**src/verilog/issue_pkg.sv**
```systemverilog
package issue_pkg;

  localparam int data_width = 32;
  localparam int half_width = 16;  // Multiplier partial product split
  localparam int tag_width = 6;
  localparam int num_regs = 64;
  localparam int rob_width = 4;
  localparam int op_width = 4;
  localparam int imm_width = 16;
  localparam int num_entries = 3;
  localparam int entry_idx_width = 2;

  localparam logic [tag_width-1:0] zero_tag = '0;  // Never renamed to and reads as zero

  // Bit 3 selects the immediate form
  localparam logic [op_width-1:0] op_add = 4'd0;
  localparam logic [op_width-1:0] op_sub = 4'd1;
  localparam logic [op_width-1:0] op_and = 4'd2;
  localparam logic [op_width-1:0] op_xor = 4'd3;
  localparam logic [op_width-1:0] op_mul = 4'd4;
  localparam logic [op_width-1:0] op_addi = 4'd8;
  localparam logic [op_width-1:0] op_xori = 4'd9;
  localparam logic [op_width-1:0] op_muli = 4'd12;

  localparam logic unit_alu = 1'b0;
  localparam logic unit_mult = 1'b1;

  // Station type per entry with bit i for entry i
  localparam logic [num_entries-1:0] entry_unit = {unit_mult, unit_alu, unit_alu};

  typedef union packed {
    struct packed {
      logic [op_width-1:0] op;
      logic [tag_width-1:0] dest;
      logic [tag_width-1:0] src1;
      logic [tag_width-1:0] src2;
      logic [9:0] unused;
    } reg_form;
    struct packed {
      logic [op_width-1:0] op;
      logic [tag_width-1:0] dest;
      logic [tag_width-1:0] src1;
      logic [imm_width-1:0] imm;
    } imm_form;
  } dispatch_word_u;

endpackage

```
**src/verilog/mult_unit.sv**
```systemverilog
`timescale 1ns/1ps

module mult_unit (
  input  logic clock,
  input  logic reset,
  input  logic issue_valid,
  input  logic [issue_pkg::op_width-1:0] op,
  input  logic [issue_pkg::data_width-1:0] operand_a,
  input  logic [issue_pkg::data_width-1:0] operand_b,
  input  logic [issue_pkg::tag_width-1:0] issue_tag,
  input  logic [issue_pkg::rob_width-1:0] issue_rob,
  input  logic done_grant,
  output logic unit_ready,
  output logic done_valid,
  output logic [issue_pkg::tag_width-1:0] done_tag,
  output logic [issue_pkg::data_width-1:0] done_value,
  output logic [issue_pkg::rob_width-1:0] done_rob
);

  localparam int hw = issue_pkg::half_width;

  logic advance;
  logic s1_valid;
  logic [issue_pkg::tag_width-1:0] s1_tag;
  logic [issue_pkg::rob_width-1:0] s1_rob;
  logic [issue_pkg::data_width-1:0] s1_a;
  logic [issue_pkg::data_width-1:0] s1_b;
  logic s2_valid;
  logic [issue_pkg::tag_width-1:0] s2_tag;
  logic [issue_pkg::rob_width-1:0] s2_rob;
  logic [issue_pkg::data_width-1:0] s2_low;  // Low halves product
  logic [hw-1:0] s2_cross;  // Cross products keep only the low half

  assign advance = !done_valid || done_grant;  // Whole pipe stalls with the last stage
  assign unit_ready = advance;

  always_ff @(posedge clock) begin
    if (reset) begin
      s1_valid <= 1'b0;
      s2_valid <= 1'b0;
      done_valid <= 1'b0;
    end else if (advance) begin
      s1_valid <= issue_valid && (op == issue_pkg::op_mul || op == issue_pkg::op_muli);
      s2_valid <= s1_valid;
      done_valid <= s2_valid;
    end
  end

  always_ff @(posedge clock) begin
    if (advance) begin
      s1_tag <= issue_tag;
      s1_rob <= issue_rob;
      s1_a <= operand_a;
      s1_b <= operand_b;
      s2_tag <= s1_tag;
      s2_rob <= s1_rob;
      s2_low <= s1_a[hw-1:0] * s1_b[hw-1:0];
      s2_cross <= s1_a[hw-1:0] * s1_b[2*hw-1:hw] + s1_a[2*hw-1:hw] * s1_b[hw-1:0];
      done_tag <= s2_tag;
      done_rob <= s2_rob;
      done_value <= s2_low + {s2_cross, {hw{1'b0}}};
    end
  end

endmodule

```
**config.mk**
```make
export PLATFORM = sky130hd
export DESIGN_NAME = mult_unit
export DESIGN_NICKNAME = d
export VERILOG_FILES = /design/src/verilog/issue_pkg.sv /design/src/verilog/mult_unit.sv
export SDC_FILE = /design/constraint.sdc
export NUM_CORES = 1
export LEC_CHECK = 0
export BUFFER_PORTS_ARGS = -buffer_cell sky130_fd_sc_hd__buf_2
export CAP_MARGIN = 20
export CORE_ASPECT_RATIO = 0.8
export CORE_MARGIN = 2
export CORE_UTILIZATION = 56
export CTS_BUF_LIST = sky130_fd_sc_hd__clkbuf_16
export DETAILED_ROUTE_END_ITERATION = 10
export PLACE_DENSITY = 0.79
export SLEW_MARGIN = 25
export SYNTH_ARGS = -nofsm -noshare
export SYNTH_HDL_FRONTEND = slang
export SYNTH_SLANG_ARGS = --single-unit
```
**constraint.sdc**
```tcl
create_clock -name clock -period 12.5 [get_ports clock]
set_input_delay 2.5 -clock clock [delete_from_list [all_inputs] [get_ports clock]]
set_output_delay 2.5 -clock clock [all_outputs]
set_load 0.01 [all_outputs]
```
# After elaboration in Yosys (flattened, before gate mapping)
# Cells that the tools add are included.
# classes
n_mul	3
n_reduce_logical	4
add_sub_neg	2
eq_ne	2
# ops
operator	count
adder 32 bit	1
multiplier 16 x 16 -> 16 bit	2
multiplier 16 x 16 -> 32 bit	1
adder 16 bit	1
== test 4 x 3 -> 1 bit, second input constant	1
== test 4 bit, second input constant	1
logical OR 1 bit	2
logical AND 1 bit	1
logical NOT 1 bit	1
# totals
inputBits	82
register_bits	177

# Logic depth before layout (Yosys ltp)
# depth
ltp_word	3
depth_mapped	25
mapped_depth_nobuf	23

# Worst setup path before layout
# Ideal clock, no wire load.
# synth_path
path_type	input to output
start	input port done_grant
end	output port unit_ready
arrival_time_ns	6.021
t_required_ns	10.000
n_path_buf	0
setup_slack_ns	3.979
stages	2
path_cell_list	nor2b_1 inv_1
# synth_between
elab_chain_len	1
# synth_lines
element	line_no	rtl
start: declaration	mult_unit.sv:12	input logic done_grant,
logical OR 1 bit	mult_unit.sv:34	assign advance = !done_valid || done_grant;
end: declaration	mult_unit.sv:13	output logic unit_ready,
# No other way between the ends.

# Worst setup path after layout
# layout_path
start	register s1_a[11] (netlist bit)
end	register s2_cross[15], data pin
# layout_between
elab_chain_len	2
# layout_lines
element	line_no	rtl
start: declaration	mult_unit.sv:26	logic [issue_pkg::data_width-1:0] s1_a;
start signal: assignment	mult_unit.sv:53	s1_a <= operand_a;
multiplier 16 x 16 -> 16 bit	mult_unit.sv:58	s2_cross <= s1_a[hw-1:0] * s1_b[2*hw-1:hw] + s1_a[2*hw-1:hw] * s1_b[hw-1:0];
adder 16 bit	mult_unit.sv:58	
end signal: assignment	mult_unit.sv:58	
end: declaration	mult_unit.sv:32	logic [hw-1:0] s2_cross;
# No other way between the ends.
# A chain may end at the register's enable or synchronous reset.

==> summary.log <==
qor: clock_network.cts.hold.buffers_added 0
qor: global_route.antenna_found_initial 1
qor: floorplan.die_h 183 µm
qor: clock_network.clk_latency 0.48 ns
qor: critical_path.critical_path_peak_fanout 21
qor: floorplan.die_w 228 µm
qor: synthesis.ys_warn_count 0
qor: critical_path.critical_path_arrival 7.38 ns
qor: floorplan.die-area 41700 µm²
qor: flow_run.drv_cap 0
qor: synthesis.synth_area_per_cell 10.5 µm²
qor: sta.timing.clock.skew 0.0239 ns
qor: placed_design.gpl.final_weighted_congestion 0.857
qor: clock_network.clk_path_buf_depth 2
qor: finish.layout.core_utilization 0.614
qor: synthesis.yosys-top-cells-area sky130_fd_sc_hd__fa_1 (34%), sky130_fd_sc_hd__edfxtp_1 (23%), sky130_fd_sc_hd__ha_1 (12%)
qor: global_route.gr-total-overflow 0
qor: global_route.groute.usage.overall 0.266
qor: min_path.min_delay_path_depth 0
qor: synthesis.syn-instance-count 2137
qor: min_path.min_path_type reg -> reg
qor: clock_network.ctsResizeCount 0
qor: placed_design.io_buffers 124
qor: routing.wire_per_inst 18.8 µm
qor: global_route.first_global_vias 16700
qor: finish.fin_nets 2899
qor: sta.max_slew_margin 0.372
qor: floorplan.core-area 39400 µm²
qor: clock_network.cts_buffers 17
qor: synthesis.synth.largest_area_cell sky130_fd_sc_hd__fa_1
qor: synthesis.synth_fp_nets 2808
qor: sta.setup_total_negative_slack 0 ns
qor: finish.fraction_of_layout_cells_with_a_size_suffix_above_1 0.0879
qor: synthesis.sequential_cell_area_fraction_in_the_yosys_report 0.236
qor: outcome.status complete, no violations
qor: clock_network.cts_post_setup_buffers_inserted 0
qor: critical_path.crit_path_start_kind register
qor: synthesis.yosys-top-cells-count sky130_fd_sc_hd__inv_1 (422), sky130_fd_sc_hd__fa_1 (379), sky130_fd_sc_hd__nand2_1 (281)
qor: sta.finalHoldViolations 0
qor: critical_path.worstSetupEndpointType register
qor: routing.vias 15200
qor: synthesis.synth_enable_flop_cells 174
qor: synthesis.synth_cell_types 56
qor: routing.antenna_violating_nets_post_route 0
qor: finish.layout.cells.non_filler 2777
qor: synthesis.postSynthRegisterBits 177
qor: critical_path.timing.setup.critical_path_class reg -> reg
qor: finish.syn2layout_area_growth 8.02%
qor: sta.finalCriticalPeriod 7.19 ns
qor: sta.rsz0062_at_grt no
qor: synthesis.yosys_most_used_dff sky130_fd_sc_hd__edfxtp_1
qor: routing.drt_first_iter_violations 1041
qor: placed_design.place_hpwl 39.4 mm
qor: routing.drtPass1Iterations 5
qor: synthesis.synth.top_cell.area_share 0.338
qor: sta.max_freq 139 MHz
qor: routing.drt_wl_total 52.1 mm
qor: placed_design.dp.cells 2744
qor: sta.fin_crit_sh 0.575
qor: routing.vias_per_cell 5.48
qor: global_route.grt_first_pass_wirelength 85.9 mm
qor: synthesis.cell_with_the_most_instances_after_synthesis sky130_fd_sc_hd__inv_1
qor: clock_network.path_clk_slew 0.07 ns
qor: floorplan.num_rows 65
qor: clock_network.cts.htree.levels 4
qor: critical_path.r2r_cells 21
qor: clock_network.clock-sinks 177
qor: synthesis.synth_area 22400 µm²
qor: floorplan.boundaryPins 126
qor: clock_network.clock_tree.root_cell sky130_fd_sc_hd__clkbuf_16
qor: floorplan.initial_utilization 0.569
qor: critical_path.worst-endpoint-required 12.69 ns
qor: finish.num_antenna_cells 0
qor: sta.worst_slew_pin_slew 0.941 ns
qor: global_route.grt_start_max_net_pins 92
qor: routing.drcViolationCount 0
qor: synthesis.asyncSetResetFlopFracSynth 0
qor: sta.timing.final.setup_violations 0
qor: sta.drv_slew 0
qor: clock_network.tritoncts built
metrics by stage:
stage | hold WS, ns | area (µm²) | setup slack (ns)
after floorplan | 0.400 | 22400 | 3.98
after global placement | 0.401 | 23600 | 5.36
after detailed placement | 0.405 | 23600 | 5.32
after CTS | 0.417 | 24200 | 5.30
after global routing | 0.423 | 24200 | 5.01
final | 0.414 | 24200 | 5.31
registers in the layout (all words and copies together), names as in the netlist:
| signal | flops |
|---|---|
| done_value | 32 |
| s1_a | 32 |
| s1_b | 32 |
| s2_low | 32 |
| s2_cross | 16 |
| done_tag | 6 |
| s1_tag | 6 |
| s2_tag | 6 |
| done_rob | 4 |
| s1_rob | 4 |
| s2_rob | 4 |
| done_valid | 1 |
| s1_valid | 1 |
| s2_valid | 1 |
kinds of logic after synthesis:
logic type / after synthesis / share of synthesized area
and+or+nand+nor: 619 / 0.139
buffers and inverters: 504 / 0.0846
muxes: 1 / 0.000446
adders and majority gates: 589 / 0.456
AOI/OAI and AO/OA: 144 / 0.0439
DFF: 177 / 0.236
xor gates and xnor gates: 103 / 0.0412
metal layers:
| layer | track usage | share of wire |
|---|---|---|
| met1 | 0.364 | 0.42 |
| met3 | 0.0536 | 0.088 |
| met5 | 0 | 0.00023 |
| met4 | 0.0892 | 0.025 |
| met2 | 0.428 | 0.47 |
final cells by class:
type / instances / area, µm²
Multi-Input combinational cell: 1456 / 15200
Fill cell: 3137 / 15200
Sequential cell: 177 / 5290
Inverter: 422 / 1590
Timing Repair Buffer: 154 / 865
Tap cell: 536 / 671
Clock buffer: 17 / 425
Clock inverter: 15 / 146
path summary, 6_finish.rpt:
path | start | end | slack (ns)
setup / recovery | s1_a[11] | s2_cross[15] | 5.31
hold / removal | s1_tag[0] | s2_tag[0] | 0.41
setup reg to reg | s1_a[11] | s2_cross[15] | 5.31
hold reg to reg | s1_tag[0] | s2_tag[0] | 0.41
critical path, stage by stage (launching register included):
cell and delay, ns:
sky130_fd_sc_hd__edfxtp_1 0.97, sky130_fd_sc_hd__nand2_1 0.17, sky130_fd_sc_hd__fa_1 0.54, sky130_fd_sc_hd__inv_1 0.05, sky130_fd_sc_hd__fa_1 0.48, sky130_fd_sc_hd__inv_1 0.05
sky130_fd_sc_hd__fa_1 0.47, sky130_fd_sc_hd__inv_1 0.06, sky130_fd_sc_hd__fa_1 0.53, sky130_fd_sc_hd__inv_1 0.06, sky130_fd_sc_hd__fa_1 0.49, sky130_fd_sc_hd__fa_1 0.55
sky130_fd_sc_hd__inv_1 0.05, sky130_fd_sc_hd__fa_1 0.45, sky130_fd_sc_hd__fa_1 0.40, sky130_fd_sc_hd__xor2_1 0.17, sky130_fd_sc_hd__xnor2_1 0.20, sky130_fd_sc_hd__xnor2_1 0.11
sky130_fd_sc_hd__xnor2_1 0.26, sky130_fd_sc_hd__xnor2_2 0.15, sky130_fd_sc_hd__xnor3_1 0.47, sky130_fd_sc_hd__xnor2_1 0.22
layout by cell type, fill, tap and decap left out, types with 2 or more instances in the layout:
cell	instances
sky130_fd_sc_hd__o21a_1	11
sky130_fd_sc_hd__xor2_1	25
sky130_fd_sc_hd__inv_8	2
sky130_fd_sc_hd__nand3_1	6
sky130_fd_sc_hd__a21o_1	17
sky130_fd_sc_hd__o211ai_1	4
sky130_fd_sc_hd__nand2_1	281
sky130_fd_sc_hd__nor2_1	19
sky130_fd_sc_hd__fa_1	379
sky130_fd_sc_hd__a211oi_1	8
sky130_fd_sc_hd__dfxtp_1	3
sky130_fd_sc_hd__edfxtp_1	174
sky130_fd_sc_hd__xnor2_1	76
sky130_fd_sc_hd__buf_2	124
sky130_fd_sc_hd__o31ai_1	5
sky130_fd_sc_hd__o41a_1	2
sky130_fd_sc_hd__a311oi_1	2
sky130_fd_sc_hd__clkinvlp_4	5
sky130_fd_sc_hd__a31oi_1	2
sky130_fd_sc_hd__nand4_1	4
sky130_fd_sc_hd__buf_8	2
sky130_fd_sc_hd__a21oi_1	48
sky130_fd_sc_hd__nor3_1	12
sky130_fd_sc_hd__nor2b_1	7
sky130_fd_sc_hd__ha_1	210
sky130_fd_sc_hd__or4_1	2
sky130_fd_sc_hd__nor4_1	3
sky130_fd_sc_hd__nand2b_1	3
sky130_fd_sc_hd__and3_1	3
sky130_fd_sc_hd__inv_6	6
sky130_fd_sc_hd__o21ai_2	3
sky130_fd_sc_hd__and2_1	273
sky130_fd_sc_hd__inv_1	422
sky130_fd_sc_hd__clkbuf_16	17
sky130_fd_sc_hd__o21bai_1	5
sky130_fd_sc_hd__o21ai_0	19
sky130_fd_sc_hd__a211o_1	3
sky130_fd_sc_hd__o21ai_1	2
sky130_fd_sc_hd__or3_1	2
sky130_fd_sc_hd__buf_4	27
Power is not shown: default switching activity piles up to over one toggle a cycle in this logic, so the estimate is an artifact.
