## src/verilog/issue_pkg.sv

```systemverilog
package issue_pkg;

  localparam int data_width = 32;
  localparam int half_width = 16;  // Multiplier partial product split
  localparam int tag_width = 6;
  localparam int num_regs = 64;
  localparam int rob_width = 4;
  localparam int op_width = 4;
  localparam int imm_width = 16;
  localparam int num_entries = 3;
  localparam int entry_idx_width = 2;

  localparam logic [tag_width-1:0] zero_tag = '0;  // Never renamed to and reads as zero

  // Bit 3 selects the immediate form
  localparam logic [op_width-1:0] op_add = 4'd0;
  localparam logic [op_width-1:0] op_sub = 4'd1;
  localparam logic [op_width-1:0] op_and = 4'd2;
  localparam logic [op_width-1:0] op_xor = 4'd3;
  localparam logic [op_width-1:0] op_mul = 4'd4;
  localparam logic [op_width-1:0] op_addi = 4'd8;
  localparam logic [op_width-1:0] op_xori = 4'd9;
  localparam logic [op_width-1:0] op_muli = 4'd12;

  localparam logic unit_alu = 1'b0;
  localparam logic unit_mult = 1'b1;

  // Station type per entry with bit i for entry i
  localparam logic [num_entries-1:0] entry_unit = {unit_mult, unit_alu, unit_alu};

  typedef union packed {
    struct packed {
      logic [op_width-1:0] op;
      logic [tag_width-1:0] dest;
      logic [tag_width-1:0] src1;
      logic [tag_width-1:0] src2;
      logic [9:0] unused;
    } reg_form;
    struct packed {
      logic [op_width-1:0] op;
      logic [tag_width-1:0] dest;
      logic [tag_width-1:0] src1;
      logic [imm_width-1:0] imm;
    } imm_form;
  } dispatch_word_u;

endpackage

```

## src/verilog/cdb_arbiter.sv

```systemverilog
`timescale 1ns/1ps

module cdb_arbiter (
  input  logic [issue_pkg::num_entries-1:0] done_valid,
  input  logic [issue_pkg::num_entries-1:0][issue_pkg::tag_width-1:0] done_tag,
  input  logic [issue_pkg::num_entries-1:0][issue_pkg::data_width-1:0] done_value,
  input  logic [issue_pkg::num_entries-1:0][issue_pkg::rob_width-1:0] done_rob,
  output logic [issue_pkg::num_entries-1:0] done_grant,
  output logic cdb_valid,
  output logic [issue_pkg::tag_width-1:0] cdb_tag,
  output logic [issue_pkg::data_width-1:0] cdb_value,
  output logic [issue_pkg::rob_width-1:0] cdb_rob
);

  logic [issue_pkg::entry_idx_width-1:0] sel;

  // Multiply units first, then ALUs in entry order
  always_comb begin
    sel = '0;
    for (int i = issue_pkg::num_entries - 1; i >= 0; i--) begin
      if (done_valid[i] && issue_pkg::entry_unit[i] == issue_pkg::unit_alu) begin
        sel = issue_pkg::entry_idx_width'(i);
      end
    end
    for (int i = issue_pkg::num_entries - 1; i >= 0; i--) begin
      if (done_valid[i] && issue_pkg::entry_unit[i] == issue_pkg::unit_mult) begin
        sel = issue_pkg::entry_idx_width'(i);
      end
    end
  end

  assign cdb_valid = |done_valid;
  assign done_grant = cdb_valid ? issue_pkg::num_entries'(1) << sel : '0;
  assign cdb_tag = done_tag[sel];
  assign cdb_value = done_value[sel];
  assign cdb_rob = done_rob[sel];

endmodule

```

## config.mk

```make
export PLATFORM = sky130hd
export DESIGN_NAME = cdb_arbiter
export DESIGN_NICKNAME = d
export VERILOG_FILES = /design/src/verilog/issue_pkg.sv /design/src/verilog/cdb_arbiter.sv
export SDC_FILE = /design/constraint.sdc
export NUM_CORES = 1
export LEC_CHECK = 0
export ABC_AREA = 1
export BUFFER_PORTS_ARGS = -buffer_cell sky130_fd_sc_hd__buf_2
export CORE_AREA = 2 2 68 70
export DETAILED_ROUTE_END_ITERATION = 6
export DIE_AREA = 0 0 70 72
export GPL_TIMING_DRIVEN = 1
export PLACE_DENSITY = 0.83
export SLEW_MARGIN = 40
export SYNTH_ARGS = -nofsm -noshare
export SYNTH_HDL_FRONTEND = slang
export SYNTH_SLANG_ARGS = --single-unit
```

## constraint.sdc

```tcl
create_clock -name vclk -period 1
set_input_delay 0.2 -clock vclk [all_inputs]
set_output_delay 0.2 -clock vclk [all_outputs]
set_load 0.005 [all_outputs]
```

=== After elaboration in Yosys (flattened, before gate mapping) ===
Index checks and enable logic that the tools add are counted.

* Register bits after elaboration: 0
* Latch bits: 0
* Bits in writable memories: 0
* Bits in read-only memories: 0
* Input bits: 129
* Output and inout bits: 46
* Word-level logic and storage cells: 13
* Memories: 0

* $add $sub $neg: 0
* Multiply operators: 0
* Divide/modulo/power cells: 0
* Order comparisons: 1
* Equality and inequality tests: 0
* Shift-type cells: 1
* Muxes and demuxes: 10
* Bitwise gates (word level): 0
* Reduce and logical (&&, ||, !) cells: 1

{| class="wikitable"
|+ Operator list
! kind !! count
|-
| binary-select mux 32 bit (select 2 bit) || 1
|-
| 2-to-1 mux 32 bit || 1
|-
| binary-select mux 6 bit (select 2 bit) || 1
|-
| binary-select mux 4 bit (select 2 bit) || 1
|-
| 2-to-1 mux 6 bit || 1
|-
| 2-to-1 mux 4 bit || 1
|-
| less-than comparator 2 x 3 -> 1 bit (second input constant) || 1
|-
| 2-to-1 mux 3 bit || 1
|-
| OR reduction 3 bit || 1
|-
| << shifter 1 x 2 -> 3 bit (first input constant) || 1
|-
| 2-to-1 mux 1 bit || 2
|-
| 2-to-1 mux 2 bit || 1
|}

=== Longest topological paths before layout ===
Gate-level depths: netlist (run 1).

* Word-level depth: 5
* Gate-level depth with buffers: 5
* Mapped depth without buffers: 4

=== Least setup slack after synthesis (run 1) ===
OpenSTA, ideal clock, no wires.

* Path type: in2out
* Start point: input done_valid[2] (netlist bit)
* End point: output cdb_rob[0] (netlist bit)
* Arrival time: 0.771 ns
* Data required time: 0.800 ns
* Slack: 0.029 ns
* Stages on the path: 5
* Path buffers: 2
* Cell sequence: buf_6 -> inv_2 -> clkbuf_8 -> nand3_2 -> nand3_2

* Longest elaborated chain between the ends: 3

{| class="wikitable"
|+ Ends and longest elaborated chain
! what !! line !! RTL
|-
| from (decl) || cdb_arbiter.sv:4 || <nowiki>input logic [issue_pkg::num_entries-1:0] done_valid,</nowiki>
|-
| 2-to-1 mux 2 bit || cdb_arbiter.sv:26 || <nowiki>if (done_valid[i] && issue_pkg::entry_unit[i] == issue_pkg::unit_mult) begin</nowiki>
|-
| binary-select mux 4 bit (select 2 bit) || cdb_arbiter.sv:36 || <nowiki>assign cdb_rob = done_rob[sel];</nowiki>
|-
| 2-to-1 mux 4 bit (not written as such) || cdb_arbiter.sv:36 ||
|-
| to (decl) || cdb_arbiter.sv:12 || <nowiki>output logic [issue_pkg::rob_width-1:0] cdb_rob</nowiki>
|}

Every way passes these cells. The select of a mux whose other input is x is not followed.

=== Worst setup path after layout (run 1) ===
* Start point: input done_valid[0] (netlist bit)
* End point: output cdb_value[12] (netlist bit)

* Longest elaborated chain between the ends: 4

{| class="wikitable"
|+ Ends and longest elaborated chain
! what !! line !! RTL
|-
| 2-to-1 mux 1 bit || cdb_arbiter.sv:21 || <nowiki>if (done_valid[i] && issue_pkg::entry_unit[i] == issue_pkg::unit_alu) begin</nowiki>
|-
| 2-to-1 mux 2 bit || cdb_arbiter.sv:26 ||
|-
| binary-select mux 32 bit (select 2 bit) || cdb_arbiter.sv:35 || <nowiki>assign cdb_value = done_value[sel];</nowiki>
|-
| 2-to-1 mux 32 bit (not written as such) || cdb_arbiter.sv:35 ||
|-
| to (decl) || cdb_arbiter.sv:11 || <nowiki>output logic [issue_pkg::data_width-1:0] cdb_value,</nowiki>
|}

Every way passes these cells. The select of a mux whose other input is x is not followed.

==> impl_metrics.ini, run 1 <==
[run_status]
status = complete, but fails checks
violations = setup timing

[layout]
n_antenna_cell = 0
final-seq-area_um2 = 0
final_area_um2 = 2479
area_growth_pct = 69.32
seq_cell_count = 0
layout-drive-gt1-share = 0.7534
final_nets = 496
n_clock_buffer = 0
utilization = 0.5813

[sta]
hold_viol = 0
post-route-period-util = 1.133
slew_violations = 0
tightest_slew_ns = 0.1672
max_freq_ghz = 0.8825
setup_viol = 44
rsz0062_at_grt = yes
fin_ws_ns = -0.1331
period_needed_ns = 1.133
relSlewSlack = 0.8885

[floorplan]
die_h_um = 72
coreArea_um2 = 4264
dieWidth_um = 70
rows = 24
ios = 175
design.die.area_um2 = 5040
start_util = 0.3433

[run]
maxCapViolCount = 0

[global_route]
grt_overflow = 0
grt_pass1_vias = 2089
antenna_found_initial = 0
grt_max_degree = 27
grt_pass1_wl_um = 9066
grt_usage = 0.2056

[critical_path]
crit_chain = buf_6 > nor2_8 > buf_12 > nand3_1 > nand3_2 > buf_2
cp-end-kind = primary output
slowest_delay_ns = 0.17
crit_family = buffers and inverters
cp_max_fo = 26
slowest_stage = buf_12
path_buf_inv = 3
crit_type = in2out
required_ns = 0.80
startpoint_type = primary input
arrival_ns = 0.93

[routing]
firstDrtPassIters = 4
via_count = 2035
drt_iter0_markers = 64
wl_per_cell_um = 13.13
detail-route-antenna-nets = 0
routed_wl_um = 5474
via_per_inst = 4.880
drcViolationCount = 0

[placement]
dpl-instance-area_um2 = 2372
dpl_worst_slack_ns = -0.1675
port_buffers = 175
routabilityCongestion = 0.7463
hpwl_um = 4267

[power]
p_leak_uw = 0.001440
finalPower_uw = 1041
vdd_ir_drop_max_mv = 0.2521
p_per_area_nw_per_um2 = 420.2

[clocking]
hold_buffers = 0
post_cts_buffers = 0

[synthesis]
yosysTopAreaCellShare = 0.5333
synthTopCellsByArea = nand3_2 (53%), nand3_1 (16%), nand2_1 (11%)
synth_fp_nets = 328
syn_area_per_cell_um2 = 7.356
yosysWarnings = 0
ys_seq_area_frac = 0
ys_types = 14
yosysTopAreaCell = nand3_2
synth_area_um2 = 1464
syn-instance-count = 199

[min_path]
worstHoldStart = done_value[79]
hp-class = in2out
hold_depth = 4
hold_end = cdb_value[15]
[layer usage]
metal / part of all wire / vias up / track usage / wire, µm
met2: 0.53 / 84 / 0.4116 / 2928
met4: 0 / 0 / 0.01282 / 0
met1: 0.40 / 918 / 0.2490 / 2209
li1: - / 1033 / - / -
met3: 0.061 / 0 / 0.01667 / 336
met5: 0 / - / 0 / 0
[cells in the final DEF (no fill, tap or decap)]
cell type  instances
buf_4              2
nand2_8            1
buf_12             8
nand3_2           82
inv_4              2
inv_1              1
nand2_1           43
buf_16             2
buf_2            172
buf_6              5
nand3_1           44
nor2_1             2
nor2_8             1
[synth_stat cells]
master,number
inv_1,1
nor2_8,1
buf_12,4
nand2_1,43
buf_8,1
nor2_1,2
nand3_2,78
clkbuf_1,1
inv_2,2
clkbuf_8,3
buf_2,12
nand3_1,48
nand2_8,1
buf_6,2
[cell type report]
type	instances	area, µm²
fillers	388	1785
multi-input cells	173	1250
repair buffers	189	1147
well taps	52	65.06
inverters	3	16.27
[how the worst max path moves through the flow]
stage,from,end,slack [ns],depth (start not counted)
after floorplan,done_valid[2],cdb_rob[0],0.03,5
after global placement,done_valid[0],cdb_value[16],-0.15,6
after detailed placement,done_valid[0],cdb_rob[2],-0.17,7
after CTS,done_valid[0],cdb_value[12],-0.13,6
after global routing,done_valid[0],cdb_value[25],-0.19,6
final,done_valid[0],cdb_value[12],-0.13,6
[kinds of logic (layout without fill, tap and decap cells)]
kind of cell,Yosys count,in the layout,share of synthesized area
buffers and inverters,26,192,0.1598
and+or+nand+nor,173,173,0.8402
[per-stage QoR]
stage	cells	hold WS (ns)	setup TNS, ns
2_1_floorplan	199	0.4794	0
3_3_place_gp	415	0.6782	-5.761
3_5_place_dp	415	0.6807	-6.392
4_1_cts	417	0.6837	-4.132
5_1_grt	417	0.6996	-6.487
6_report	417	0.6816	-4.117
[power breakdown]
group / switching [µW] / leakage [µW] / internal, µW
combinational: 490 / 0.00144 / 551
clock: 0 / 0 / 0
sequential: 0 / 0 / 0
total: 490 / 0.00144 / 551
[repair_timing]
item,CTS,global route
cloned,2,0
setup endpoints to repair,46,45
resized for setup,11,5
(Power assumes the default switching activity.)
==> run 2: changes to the inputs <==
--- a/config.mk
+++ b/config.mk
@@ -7,11 +7,11 @@
 export LEC_CHECK = 0
 export ABC_AREA = 1
 export BUFFER_PORTS_ARGS = -buffer_cell sky130_fd_sc_hd__buf_2
-export CORE_AREA = 2 2 68 70
+export CORE_ASPECT_RATIO = 1.1
+export CORE_UTILIZATION = 32
 export DETAILED_ROUTE_END_ITERATION = 6
-export DIE_AREA = 0 0 70 72
 export GPL_TIMING_DRIVEN = 1
-export PLACE_DENSITY = 0.83
+export PLACE_DENSITY = 0.82
 export SLEW_MARGIN = 40
 export SYNTH_ARGS = -nofsm -noshare
 export SYNTH_HDL_FRONTEND = slang
==> constraint.sdc (replaced) <==
create_clock -name vclk -period 0.95
set_input_delay 0.19 -clock vclk [all_inputs]
set_output_delay 0.19 -clock vclk [all_outputs]
set_load 0.005 [all_outputs]
==> impl_metrics.ini, run 2 (synthesized netlist as in run 1, its figures left out) <==
[run_status]
status = complete, but fails checks
violations = setup timing

[layout]
n_antenna_cell = 0
n_clock_buffer = 0
final_nets = 500
final_cell_mix = buf_2 (172), nand3_2 (81), nand3_1 (45)
area_growth_pct = 71.37
seq_cell_count = 0
final-seq-area_um2 = 0
final_common_cell = buf_2
utilization = 0.5770
layout-drive-gt1-share = 0.7534

[min_path]
hold_end = cdb_rob[2]
hp-class = in2out
worstHoldStart = done_rob[10]
hold_depth = 4

[placement]
hpwl_um = 4137
port_buffers = 175
routabilityCongestion = 0.6893

[routing]
detail-route-antenna-nets = 0
via_count = 2114
routed_wl_um = 5323
firstDrtPassIters = 4
drcViolationCount = 0
via_per_inst = 4.998
drt_iter0_markers = 37
wl_per_cell_um = 12.58

[critical_path]
cp_max_fo = 26
slowest_delay_ns = 0.18
cp-end-kind = primary output
crit_chain = buf_6 > nor2_8 > buf_12 > nand3_1 > nand3_2 > buf_2
slowest_stage = buf_12
crit_type = in2out
arrival_ns = 0.93
required_ns = 0.76
startpoint_type = primary input

[sta]
slew_violations = 0
period_needed_ns = 1.116
fin_tns_setup_ns = -5.277
setup_viol = 44
hold_viol = 0
rsz0062_at_grt = yes
relSlewSlack = 0.8469
post-route-period-util = 1.175
fin_ws_ns = -0.1662
max_freq_ghz = 0.8959
tightest_slew_ns = 0.2296

[global_route]
grt_overflow = 0
grt_max_degree = 27
grt_pass1_vias = 1898
grt_usage = 0.2023
grt_pass1_wl_um = 7907
antenna_found_initial = 0

[power]
p_per_area_nw_per_um2 = 442.1
p_leak_uw = 0.001458
vdd_ir_drop_max_mv = 0.3517
finalPower_uw = 1109

[floorplan]
ios = 175
die_h_um = 72.94
rows = 25
design.die.area_um2 = 4849
start_util = 0.3367
coreArea_um2 = 4348
dieWidth_um = 66.49

[clocking]
hold_buffers = 0

[run]
maxCapViolCount = 0
-- run 2: worst max-delay path, delay by kind of cell --
family,cells,cell delay [ns]
simple gates,3,0.34
buf+inv,3,0.39
-- run 2: how the worst max path moves through the flow --
stage | start | end | slack (ns)
global route | done_valid[0] | cdb_value[6] | -0.20
floorplan | done_valid[2] | cdb_rob[0] | -0.0006
detailed placement | done_valid[0] | cdb_value[5] | -0.21
global placement | done_valid[0] | cdb_value[6] | -0.21
CTS | done_valid[0] | cdb_value[6] | -0.16
finish | done_valid[0] | cdb_value[6] | -0.17
-- run 2: stage by stage --
step           cells  worst slack [ns]  cell area (µm²)  hold WS [ns]
6_report         423           -0.1662             2509        0.6577
5_1_grt          423           -0.2017             2509        0.6782
4_1_cts          423           -0.1593             2504        0.6601
3_5_place_dp     419           -0.2142             2390        0.6575
3_3_place_gp     419           -0.2057             2390        0.6593
2_1_floorplan    199        -0.0005648             1464        0.4594
-- run 2: metal layers --
| metal | track usage | wire length (µm) |
|---|---|---|
| met5 | 0 | 0 |
| met4 | 0.01182 | 0 |
| met3 | 0.02031 | 380 |
| met2 | 0.4286 | 2971 |
| met1 | 0.2164 | 1971 |
-- run 2: repair_timing --
action | CTS | global route
buffers inserted | 2 | 0
endpoints found under the setup margin | 45 | 44
gates resized for setup | 15 | 1
cloned | 2 | 0
-- run 2: where the power goes --
part	leakage, µW	internal (µW)	switching (µW)
clock	0	0	0
combinational	0.00146	590	519
sequential	0	0	0
-- run 2: cell type report --
class | instances | area [µm²]
Timing Repair Buffer | 193 | 1177
Tap cell | 54 | 67.56
Multi-Input combinational cell | 173 | 1245
Inverter | 3 | 18.77
Fill cell | 387 | 1839
