[src/verilog/issue_pkg.sv]
package issue_pkg;

  localparam int data_width = 32;
  localparam int half_width = 16;  // Multiplier partial product split
  localparam int tag_width = 6;
  localparam int num_regs = 64;
  localparam int rob_width = 4;
  localparam int op_width = 4;
  localparam int imm_width = 16;
  localparam int num_entries = 3;
  localparam int entry_idx_width = 2;

  localparam logic [tag_width-1:0] zero_tag = '0;  // Never renamed to and reads as zero

  // Bit 3 selects the immediate form
  localparam logic [op_width-1:0] op_add = 4'd0;
  localparam logic [op_width-1:0] op_sub = 4'd1;
  localparam logic [op_width-1:0] op_and = 4'd2;
  localparam logic [op_width-1:0] op_xor = 4'd3;
  localparam logic [op_width-1:0] op_mul = 4'd4;
  localparam logic [op_width-1:0] op_addi = 4'd8;
  localparam logic [op_width-1:0] op_xori = 4'd9;
  localparam logic [op_width-1:0] op_muli = 4'd12;

  localparam logic unit_alu = 1'b0;
  localparam logic unit_mult = 1'b1;

  // Station type per entry with bit i for entry i
  localparam logic [num_entries-1:0] entry_unit = {unit_mult, unit_alu, unit_alu};

  typedef union packed {
    struct packed {
      logic [op_width-1:0] op;
      logic [tag_width-1:0] dest;
      logic [tag_width-1:0] src1;
      logic [tag_width-1:0] src2;
      logic [9:0] unused;
    } reg_form;
    struct packed {
      logic [op_width-1:0] op;
      logic [tag_width-1:0] dest;
      logic [tag_width-1:0] src1;
      logic [imm_width-1:0] imm;
    } imm_form;
  } dispatch_word_u;

endpackage

[src/verilog/alu_unit.sv]
`timescale 1ns/1ps

module alu_unit (
  input  logic clock,
  input  logic reset,
  input  logic issue_valid,
  input  logic [issue_pkg::op_width-1:0] op,
  input  logic [issue_pkg::data_width-1:0] operand_a,
  input  logic [issue_pkg::data_width-1:0] operand_b,
  input  logic [issue_pkg::tag_width-1:0] issue_tag,
  input  logic [issue_pkg::rob_width-1:0] issue_rob,
  input  logic done_grant,
  output logic unit_ready,
  output logic done_valid,
  output logic [issue_pkg::tag_width-1:0] done_tag,
  output logic [issue_pkg::data_width-1:0] done_value,
  output logic [issue_pkg::rob_width-1:0] done_rob
);

  logic [issue_pkg::data_width-1:0] result;
  logic load;

  assign unit_ready = !done_valid || done_grant;  // Empty or leaving this cycle
  assign load = issue_valid && unit_ready;

  always_comb begin
    case (op)
      issue_pkg::op_sub: result = operand_a - operand_b;
      issue_pkg::op_and: result = operand_a & operand_b;
      issue_pkg::op_xor, issue_pkg::op_xori: result = operand_a ^ operand_b;
      default: result = operand_a + operand_b;  // add and addi
    endcase
  end

  always_ff @(posedge clock) begin
    if (reset) begin
      done_valid <= 1'b0;
    end else if (load) begin
      done_valid <= 1'b1;
    end else if (done_grant) begin
      done_valid <= 1'b0;
    end
  end

  always_ff @(posedge clock) begin
    if (load) begin
      done_tag <= issue_tag;
      done_value <= result;
      done_rob <= issue_rob;
    end
  end

endmodule

[config.mk]
export PLATFORM = sky130hd
export DESIGN_NAME = alu_unit
export DESIGN_NICKNAME = d
export VERILOG_FILES = /design/src/verilog/issue_pkg.sv /design/src/verilog/alu_unit.sv
export SDC_FILE = /design/constraint.sdc
export NUM_CORES = 1
export LEC_CHECK = 0
export ABC_CLOCK_PERIOD_IN_PS = 4100
export BUFFER_PORTS_ARGS = -buffer_cell sky130_fd_sc_hd__buf_2
export CORE_MARGIN = 2
export CORE_UTILIZATION = 49
export DETAILED_ROUTE_END_ITERATION = 8
export GPL_TIMING_DRIVEN = 0
export HOLD_SLACK_MARGIN = 0.03
export MAX_ROUTING_LAYER = met4
export PLACE_DENSITY = 0.78
export REMOVE_ABC_BUFFERS = 1
export SKIP_LAST_GASP = 1
export SYNTH_ARGS = -nofsm -noshare
export SYNTH_HDL_FRONTEND = slang
export SYNTH_SLANG_ARGS = --single-unit
[constraint.sdc]
create_clock -name clock -period 4.1 [get_ports clock]
set_clock_uncertainty 0.05 [all_clocks]
set_input_delay 0.82 -clock clock [delete_from_list [all_inputs] [get_ports clock]]
set_output_delay 0.82 -clock clock [all_outputs]
set_load 0.03 [all_outputs]
; Word level (Yosys, flattened, before mapping)
; Index checks and enable logic that the tools add are counted.
; W data, S select, Z words.
[word_totals]
regBits = 43
input_bits = 82
out_inout_bits = 44
elab_cells = 20
[classes]
add_sub_neg = 2
eq_ne = 4
n_mux = 3
n_bitwise = 2
reduce_logical = 5
[ops]
columns = op, count
row1 = $pmux W32 S3, 1
row2 = $add A32 B32 Y32, 1
row3 = $and A32 B32 Y32, 1
row4 = $sub A32 B32 Y32, 1
row5 = $xor A32 B32 Y32, 1
row6 = $eq A4 B2 Y1 const B, 2
row7 = $eq A4 B1 Y1 const B, 1
row8 = $eq A4 B4 Y1 const B, 1
row9 = $mux W1, 2
row10 = $reduce_bool A2 Y1, 1
row11 = $reduce_or A2 Y1, 1
row12 = $logic_and A1 B1 Y1, 1
row13 = $logic_not A1 Y1, 1
row14 = $logic_or A1 B1 Y1, 1

; Depth between registers and ports, before layout
; Gate-level depths: netlist of the first run.
[logic_depth]
word_depth = 4
mapped_depth = 18
depth_no_buf = 18

; Worst setup path after synthesis of the first run
; OpenSTA, ideal clock, no wires.
[synth_path]
path_kind = input to register
startpoint = input port operand_b[4] (netlist bit)
endpoint = register done_value[29] (netlist bit), data pin
setup_time_ns = 0.266
arrival_time_ns = 4.078
t_required_ns = 3.784
setup_slack_ns = -0.294
stages = 17
n_path_buf = 1
cell_sequence = nor4_2 > nand3b_1 > or4_1 > nor3_2 > nand2_1 > o31ai_2 > xor2_1 > ha_1 > buf_6 > a21o_1 > a21oi_1 > nand2b_1 > a2111oi_2 > nor2_1 > o31ai_1 > xor2_1 > o21ai_1
[synth_via]
elab_chain_len = 2
word_cells_on_any_way = 3
classes_between = add/sub: 2 / mux: 1
[synth_rtl]
columns = item, line_no
row1 = from (decl), alu_unit.sv:9  ; input logic [issue_pkg::data_width-1:0] operand_b,
row2 = $add A32 B32 Y32 / $sub A32 B32 Y32 (equally long branches), "alu_unit.sv:31, alu_unit.sv:28"
row3 = $pmux W32 S3 *, alu_unit.sv:27  ; case (op)
row4 = "via result, one bit", alu_unit.sv:20  ; logic [issue_pkg::data_width-1:0] result;
row5 = to (signal assigned), alu_unit.sv:48  ; done_value <= result;
row6 = to (decl), alu_unit.sv:16  ; output logic [issue_pkg::data_width-1:0] done_value,
; Mark *: on every way through the listed nets, which the timed path passes. The rest lies on a longest branch.
; A chain may end at the register's enable or synchronous reset.

; Final worst setup path of the first run
[layout_path]
startpoint = input port operand_b[3] (netlist bit)
endpoint = register done_value[28] (netlist bit), data pin
; The elaborated chain is that of the path after synthesis.

==> results of run 1 <==
==> layer usage <==
layer | global-route usage | up-vias
met5 | - | -
met4 | 0.0915 | 0
met3 | 0.0276 | 29
met2 | 0.410 | 182
met1 | 0.320 | 2186
li1 | - | 2200
==> cell families after synthesis <==
family,count (synthesis),share of synthesized area
adder cells (fa/ha/maj),65,0.176
buffers and inverters,35,0.0378
AO/OA/AOI/OAI,178,0.263
multiplexers,2,0.00429
flip-flops,43,0.275
XOR/XNOR,57,0.107
AND/OR/NAND/NOR,123,0.138
==> cell type report <==
cell class,count,area [sq um],area share
multi-input combinational,425,3540,0.579
sequential,43,1280,0.210
clock buffer,6,72.6,0.0119
clock inverter,2,60.1,0.00983
timing repair buffer,156,936,0.153
inverter,16,60.1,0.00983
tap,129,161,0.0264
==> per-stage QoR <==
stage,instance area [sq um],setup TNS (ps)
finish,6110,-823
global route,6110,-2150
CTS,5940,-271
detailed placement,5460,-8420
global placement,5340,-45870
floorplan,4550,-3560
==> sequential cells by signal, indices dropped and copies added, names as in the netlist <==
register,cells
done_value,32
done_tag,6
done_rob,4
done_valid,1
==> power groups by stage <==
stage               combinational, mW  sequential (mW)  clock, mW
floorplan                       0.437            0.709          0
global placement                0.752            0.590          0
detailed placement              0.788            0.588          0
CTS                             0.852            0.579      0.416
global route                    0.987            0.584      0.423
finish                          0.909            0.578      0.409
==> layout by cell type, fill, tap and decap left out, types with 24 or more instances in the layout <==
master	n
xnor2_1	34
nand2_1	25
buf_4	25
a22oi_1	30
ha_1	55
o21ai_0	24
edfxtp_1	42
a21oi_1	28
buf_2	122
nor2_1	28
==> critical path, cell delays in order <==
cell	delay [ps]
buf_8	100
nor4_4	270
nand3b_1	130
or4_4	470
nor3_4	280
buf_6	150
nor2_2	40
xnor2_1	130
ha_2	370
and2_4	200
nand3_4	100
o41ai_4	400
a41oi_2	220
o31ai_4	340
o31ai_1	90
a41o_1	230
==> cells in the mapped netlist, types with 2 or more instances <==
master,instances
or4_1,3
nor3_1,11
o31ai_2,3
nor4_1,3
nand3_1,10
ha_1,64
and3_1,6
a21o_1,16
mux2i_1,2
nor3_2,2
buf_4,3
o21ai_0,28
a41o_1,2
and3_4,2
clkbuf_1,11
a31oi_1,6
nand4_1,3
a21o_2,2
a22oi_1,30
xnor2_1,36
or3_1,3
nand2b_1,4
inv_1,16
nand2_1,29
nor2_1,31
buf_6,3
o21ai_1,21
o31ai_1,9
a221oi_1,3
xor2_1,21
and2_1,5
edfxtp_1,42
a21oi_1,39
nor2b_1,2
==> what timing repair did <==
action	in CTS	in global routing
hold endpoints to repair	0	0
setup buffers	20	5
cloned	0	0
pin swaps	31	27
setup endpoints to repair	11	12
hold buffers	0	0
gates resized for setup	43	34
==> worst min path at each step <==
stage	from	to	slack [ps]	cells after the start
after CTS	done_valid	done_valid	470	2
after global placement	done_valid	done_valid	430	2
after global routing	done_valid	done_valid	500	2
final	done_valid	done_valid	470	2
after floorplan	done_valid	done_valid	810	2
after detailed placement	done_valid	done_valid	460	2
==> metrics.yaml, run 1 <==
outcome: "complete, but fails checks"
violations: "negative setup slack"
clock_latency_ps: 290
numPortBuffers: 125
power.total_mw: 1.90
p_sw_frac: 0.382
clock.fmax_ghz: 0.231
synth_async_sr_flop_share: 0
synth_cell_type_count: 66
fillers: 761
ant_nets: 0
period_share: 1.05
p_switching_uw: 724
dr_wl_met2_um: 6360
p_int_mw: 1.17
fp.dieArea_sq_um: 10300
crit_path_start: "operand_b[3]"
rsz0062_at_grt: "yes"
cts.sinks: 43
wl_met3_um: 763
cp.required_ps: 4110
setup.worst_path.end_class: "flip-flop"
avgRoutedWirePerCell_um: 16.8
synth_flop_cell: "edfxtp_1"
crit_type: "in2reg"
place_ws_ps: -1080
drc: 0
cts_buffers: 5
wl_um: 13000
p_clk_frac: 0.216
synth_edf_count: 42
ios: 126
area_growth_pct: 31.0
final_net_count: 794
first_iter_violations: 248
power_leakage_nw: 2.66
fin_cells: 777
endpoint: "done_value[28]"
peakVddDrop_uv: 209
hpwl_um: 9820
path_clk_slew_ps: 100
vias: 4597
rrSetupSlack_ps: 2650
crit_arrival_ps: 4340
yosysTopAreaCell: "edfxtp_1"
grt-ovfl-total: 0
cts_tree: "done"
cp_max_fo: 6
power_density_nw_per_um2: 310
min_period_ps: 4320
dp_cells: 744
max_slew_margin: 0.503
rows: 35
initial_core_util: 0.505
diodes: 0
root_buffer: "clkbuf_8"
p_seq_frac: 0.305
setup_viol: 7
synth_top_area_frac: 0.270
die_x_um: 102
hold_slack_ps: 466
yosysSeqAreaShare: 0.275
tightestPinTransition_ps: 745
grt_pass1_vias: 4339
startpoint_type: "input port"
htreeDepth: 2
synth.area.top_cells: "edfxtp_1, ha_1, xnor2_1, a22oi_1, a21oi_1"
setup_slack_ps: -224
grt_max_degree: 29
r2r-start: "done_valid"
gp_congestion: 0.956
grt_pass1_wl_um: 20300
grt_usage: 0.251
drv_slew: 0
hold_viol_final: 0
core-area_sq_um: 9240
syn-mean-instance-area_sq_um: 9.28
max_cap_viol_count: 0
syn_area_sq_um: 4670
synth_cells: 503
final_core_util: 0.661
vias_per_cell: 5.92
clockBufferDepth: 2
ys_seq_elements: 43
wl_met1_um: 5620
firstDrtPassIters: 5
r2r_end: "done_value[21]"
fp.dieH_um: 102
yosysWarnings: 0
antenna_found_initial: 0
hp-class: "reg2reg"
combPwrFrac: 0.479
rr_worst_depth: 3
post_route_cells_drive_above_1_share: 0.373
routed.top_layer: "met4"
(Power assumes the default switching activity.)
==> run 2: changes to the inputs <==
--- a/config.mk
+++ b/config.mk
@@ -6,14 +6,13 @@
 export NUM_CORES = 1
 export LEC_CHECK = 0
 export ABC_CLOCK_PERIOD_IN_PS = 4100
-export BUFFER_PORTS_ARGS = -buffer_cell sky130_fd_sc_hd__buf_2
 export CORE_MARGIN = 2
-export CORE_UTILIZATION = 49
+export CORE_UTILIZATION = 25
 export DETAILED_ROUTE_END_ITERATION = 8
+export DONT_BUFFER_PORTS = 1
 export GPL_TIMING_DRIVEN = 0
 export HOLD_SLACK_MARGIN = 0.03
 export MAX_ROUTING_LAYER = met4
-export PLACE_DENSITY = 0.78
 export REMOVE_ABC_BUFFERS = 1
 export SKIP_LAST_GASP = 1
 export SYNTH_ARGS = -nofsm -noshare
==> metrics.yaml, run 2 (synthesized netlist as in run 1, its figures left out) <==
fillers: 1866
max_slew_margin: 0.383
firstDrtPassIters: 4
die_x_um: 141
wl_um: 14200
drv_slew: 0
rows: 49
violations: "negative setup slack"
hpwl_um: 11000
post_route_cells_drive_above_1_share: 0.197
ios: 126
p_clk_frac: 0.235
crit_path_cell_trace: "nor4_4, nand3b_1, or4_4, nor3_4, buf_6, nand2_4, o31ai_4, xor2_2, ha_4, a21o_1, a21oi_2, nand2b_1, a2111oi_4, nor2_2, o31ai_2, xor2_1, o21ai_1"
clock.fmax_ghz: 0.228
grt_pass1_wl_um: 21000
rsz0062_at_grt: "yes"
numPortBuffers: 0
grt_pass1_vias: 3789
p_seq_frac: 0.399
largest_register_ffs: 32
largest-register: "done_value"
p_switching_uw: 691
mostFrequentLayoutCell: "ha_1"
cpMaxStageDelayCell: "or4_4"
area_growth_pct: 18.6
period_share: 1.07
power.total_mw: 1.78
outcome: "complete, but fails checks"
path_depth: 17
tightestPinTransition_ps: 923
critical_path_buf_inv_count: 1
cp_max_fo: 5
clockBufferDepth: 2
p_sw_frac: 0.389
drc: 0
setup_slack_ps: -288
r2r_end: "done_value[0]"
hold_viol_final: 0
min_period_ps: 4390
ant_nets: 0
endpoint: "done_value[29]"
vias_per_cell: 5.32
power_density_nw_per_um2: 321
clock_latency_ps: 280
path_clk_slew_ps: 80
combPwrFrac: 0.367
antenna_found_initial: 0
grt-ovfl-total: 0
crit_path_start: "operand_b[3]"
cp.required_ps: 4110
critPathTopFamily: "simple AND/OR/NAND/NOR gates"
grt_usage: 0.142
diodes: 0
top_regs: "done_value: 32 flops, done_tag: 6 flops, done_rob: 4 flops"
grt_max_degree: 34
vias: 3978
hp-class: "in2reg"
max_cap_viol_count: 0
r2r-start: "done_valid"
peakVddDrop_uv: 144
final_net_count: 665
avgRoutedWirePerCell_um: 19.0
max_stage_delay_ps: 550
root_buffer: "clkbuf_16"
crit_type: "in2reg"
p_int_mw: 1.09
gp_congestion: 0.829
rr_worst_depth: 3
setup_viol: 7
initial_core_util: 0.257
rrSetupSlack_ps: 2280
setup.worst_path.end_class: "flip-flop"
cts_tree: "done"
htreeDepth: 2
fp.dieArea_sq_um: 19800
core-area_sq_um: 18100
cts_buffers: 5
fp.dieH_um: 141
startpoint_type: "input port"
final_core_util: 0.305
first_iter_violations: 214
cts.sinks: 43
crit_arrival_ps: 4400
power_leakage_nw: 2.16
final_cell_mix: "ha_1, edfxtp_1, xnor2_1, a21oi_1, a22oi_1"
run 2: worst min-delay path by stage:
| stage | slack [ps] | cells past startpoint | end | from |
|---|---|---|---|---|
| after global routing | 530 | 1 | done_valid | reset |
| after detailed placement | 840 | 2 | done_valid | done_valid |
| after global placement | 840 | 2 | done_valid | done_valid |
| after CTS | 530 | 1 | done_valid | reset |
| after floorplan | 810 | 2 | done_valid | done_valid |
| final | 540 | 1 | done_valid | reset |
run 2: area by class of cell:
cell class / instances / area (sq um) / share of cell area
flip-flops and latches: 43 / 1280 / 0.231
well taps: 229 / 287 / 0.0518
clock buffers: 5 / 125 / 0.0226
inverters: 16 / 60.1 / 0.0108
multi-input cells: 425 / 3500 / 0.632
repair buffers: 27 / 265 / 0.0479
clock inverters: 3 / 20.0 / 0.00362
run 2: stage by stage:
stage	hold WS [ps]	std cells	setup WS (ps)	setup TNS (ps)	area, sq um
CTS	531	732	-174	-478	5230
global placement	835	713	-2520	-62840	4840
floorplan	810	484	-521	-3560	4550
detailed placement	842	718	-1030	-8140	4950
finish	544	748	-288	-863	5540
global route	532	748	-458	-2460	5540
run 2: power groups by stage:
stage / Sequential [mW] / Clock (mW) / Combinational [mW]
floorplan: 0.709 / 0 / 0.437
global placement: 0.723 / 0 / 0.544
detailed placement: 0.721 / 0 / 0.560
CTS: 0.712 / 0.443 / 0.584
global route: 0.715 / 0.456 / 0.719
finish: 0.709 / 0.417 / 0.651
run 2: metal layers:
metal  global-route usage  wire length, um
met5                    -                0
met1                0.172             6320
met2                0.224             6620
met4               0.0332              163
met3               0.0543             1110
run 2: repair_timing:
action	in CTS	in global routing
hold endpoints to repair	0	0
endpoints found under the setup margin	10	9
setup buffers	6	16
hold buffers	0	0
gates resized for setup	20	39
pin swaps	14	33
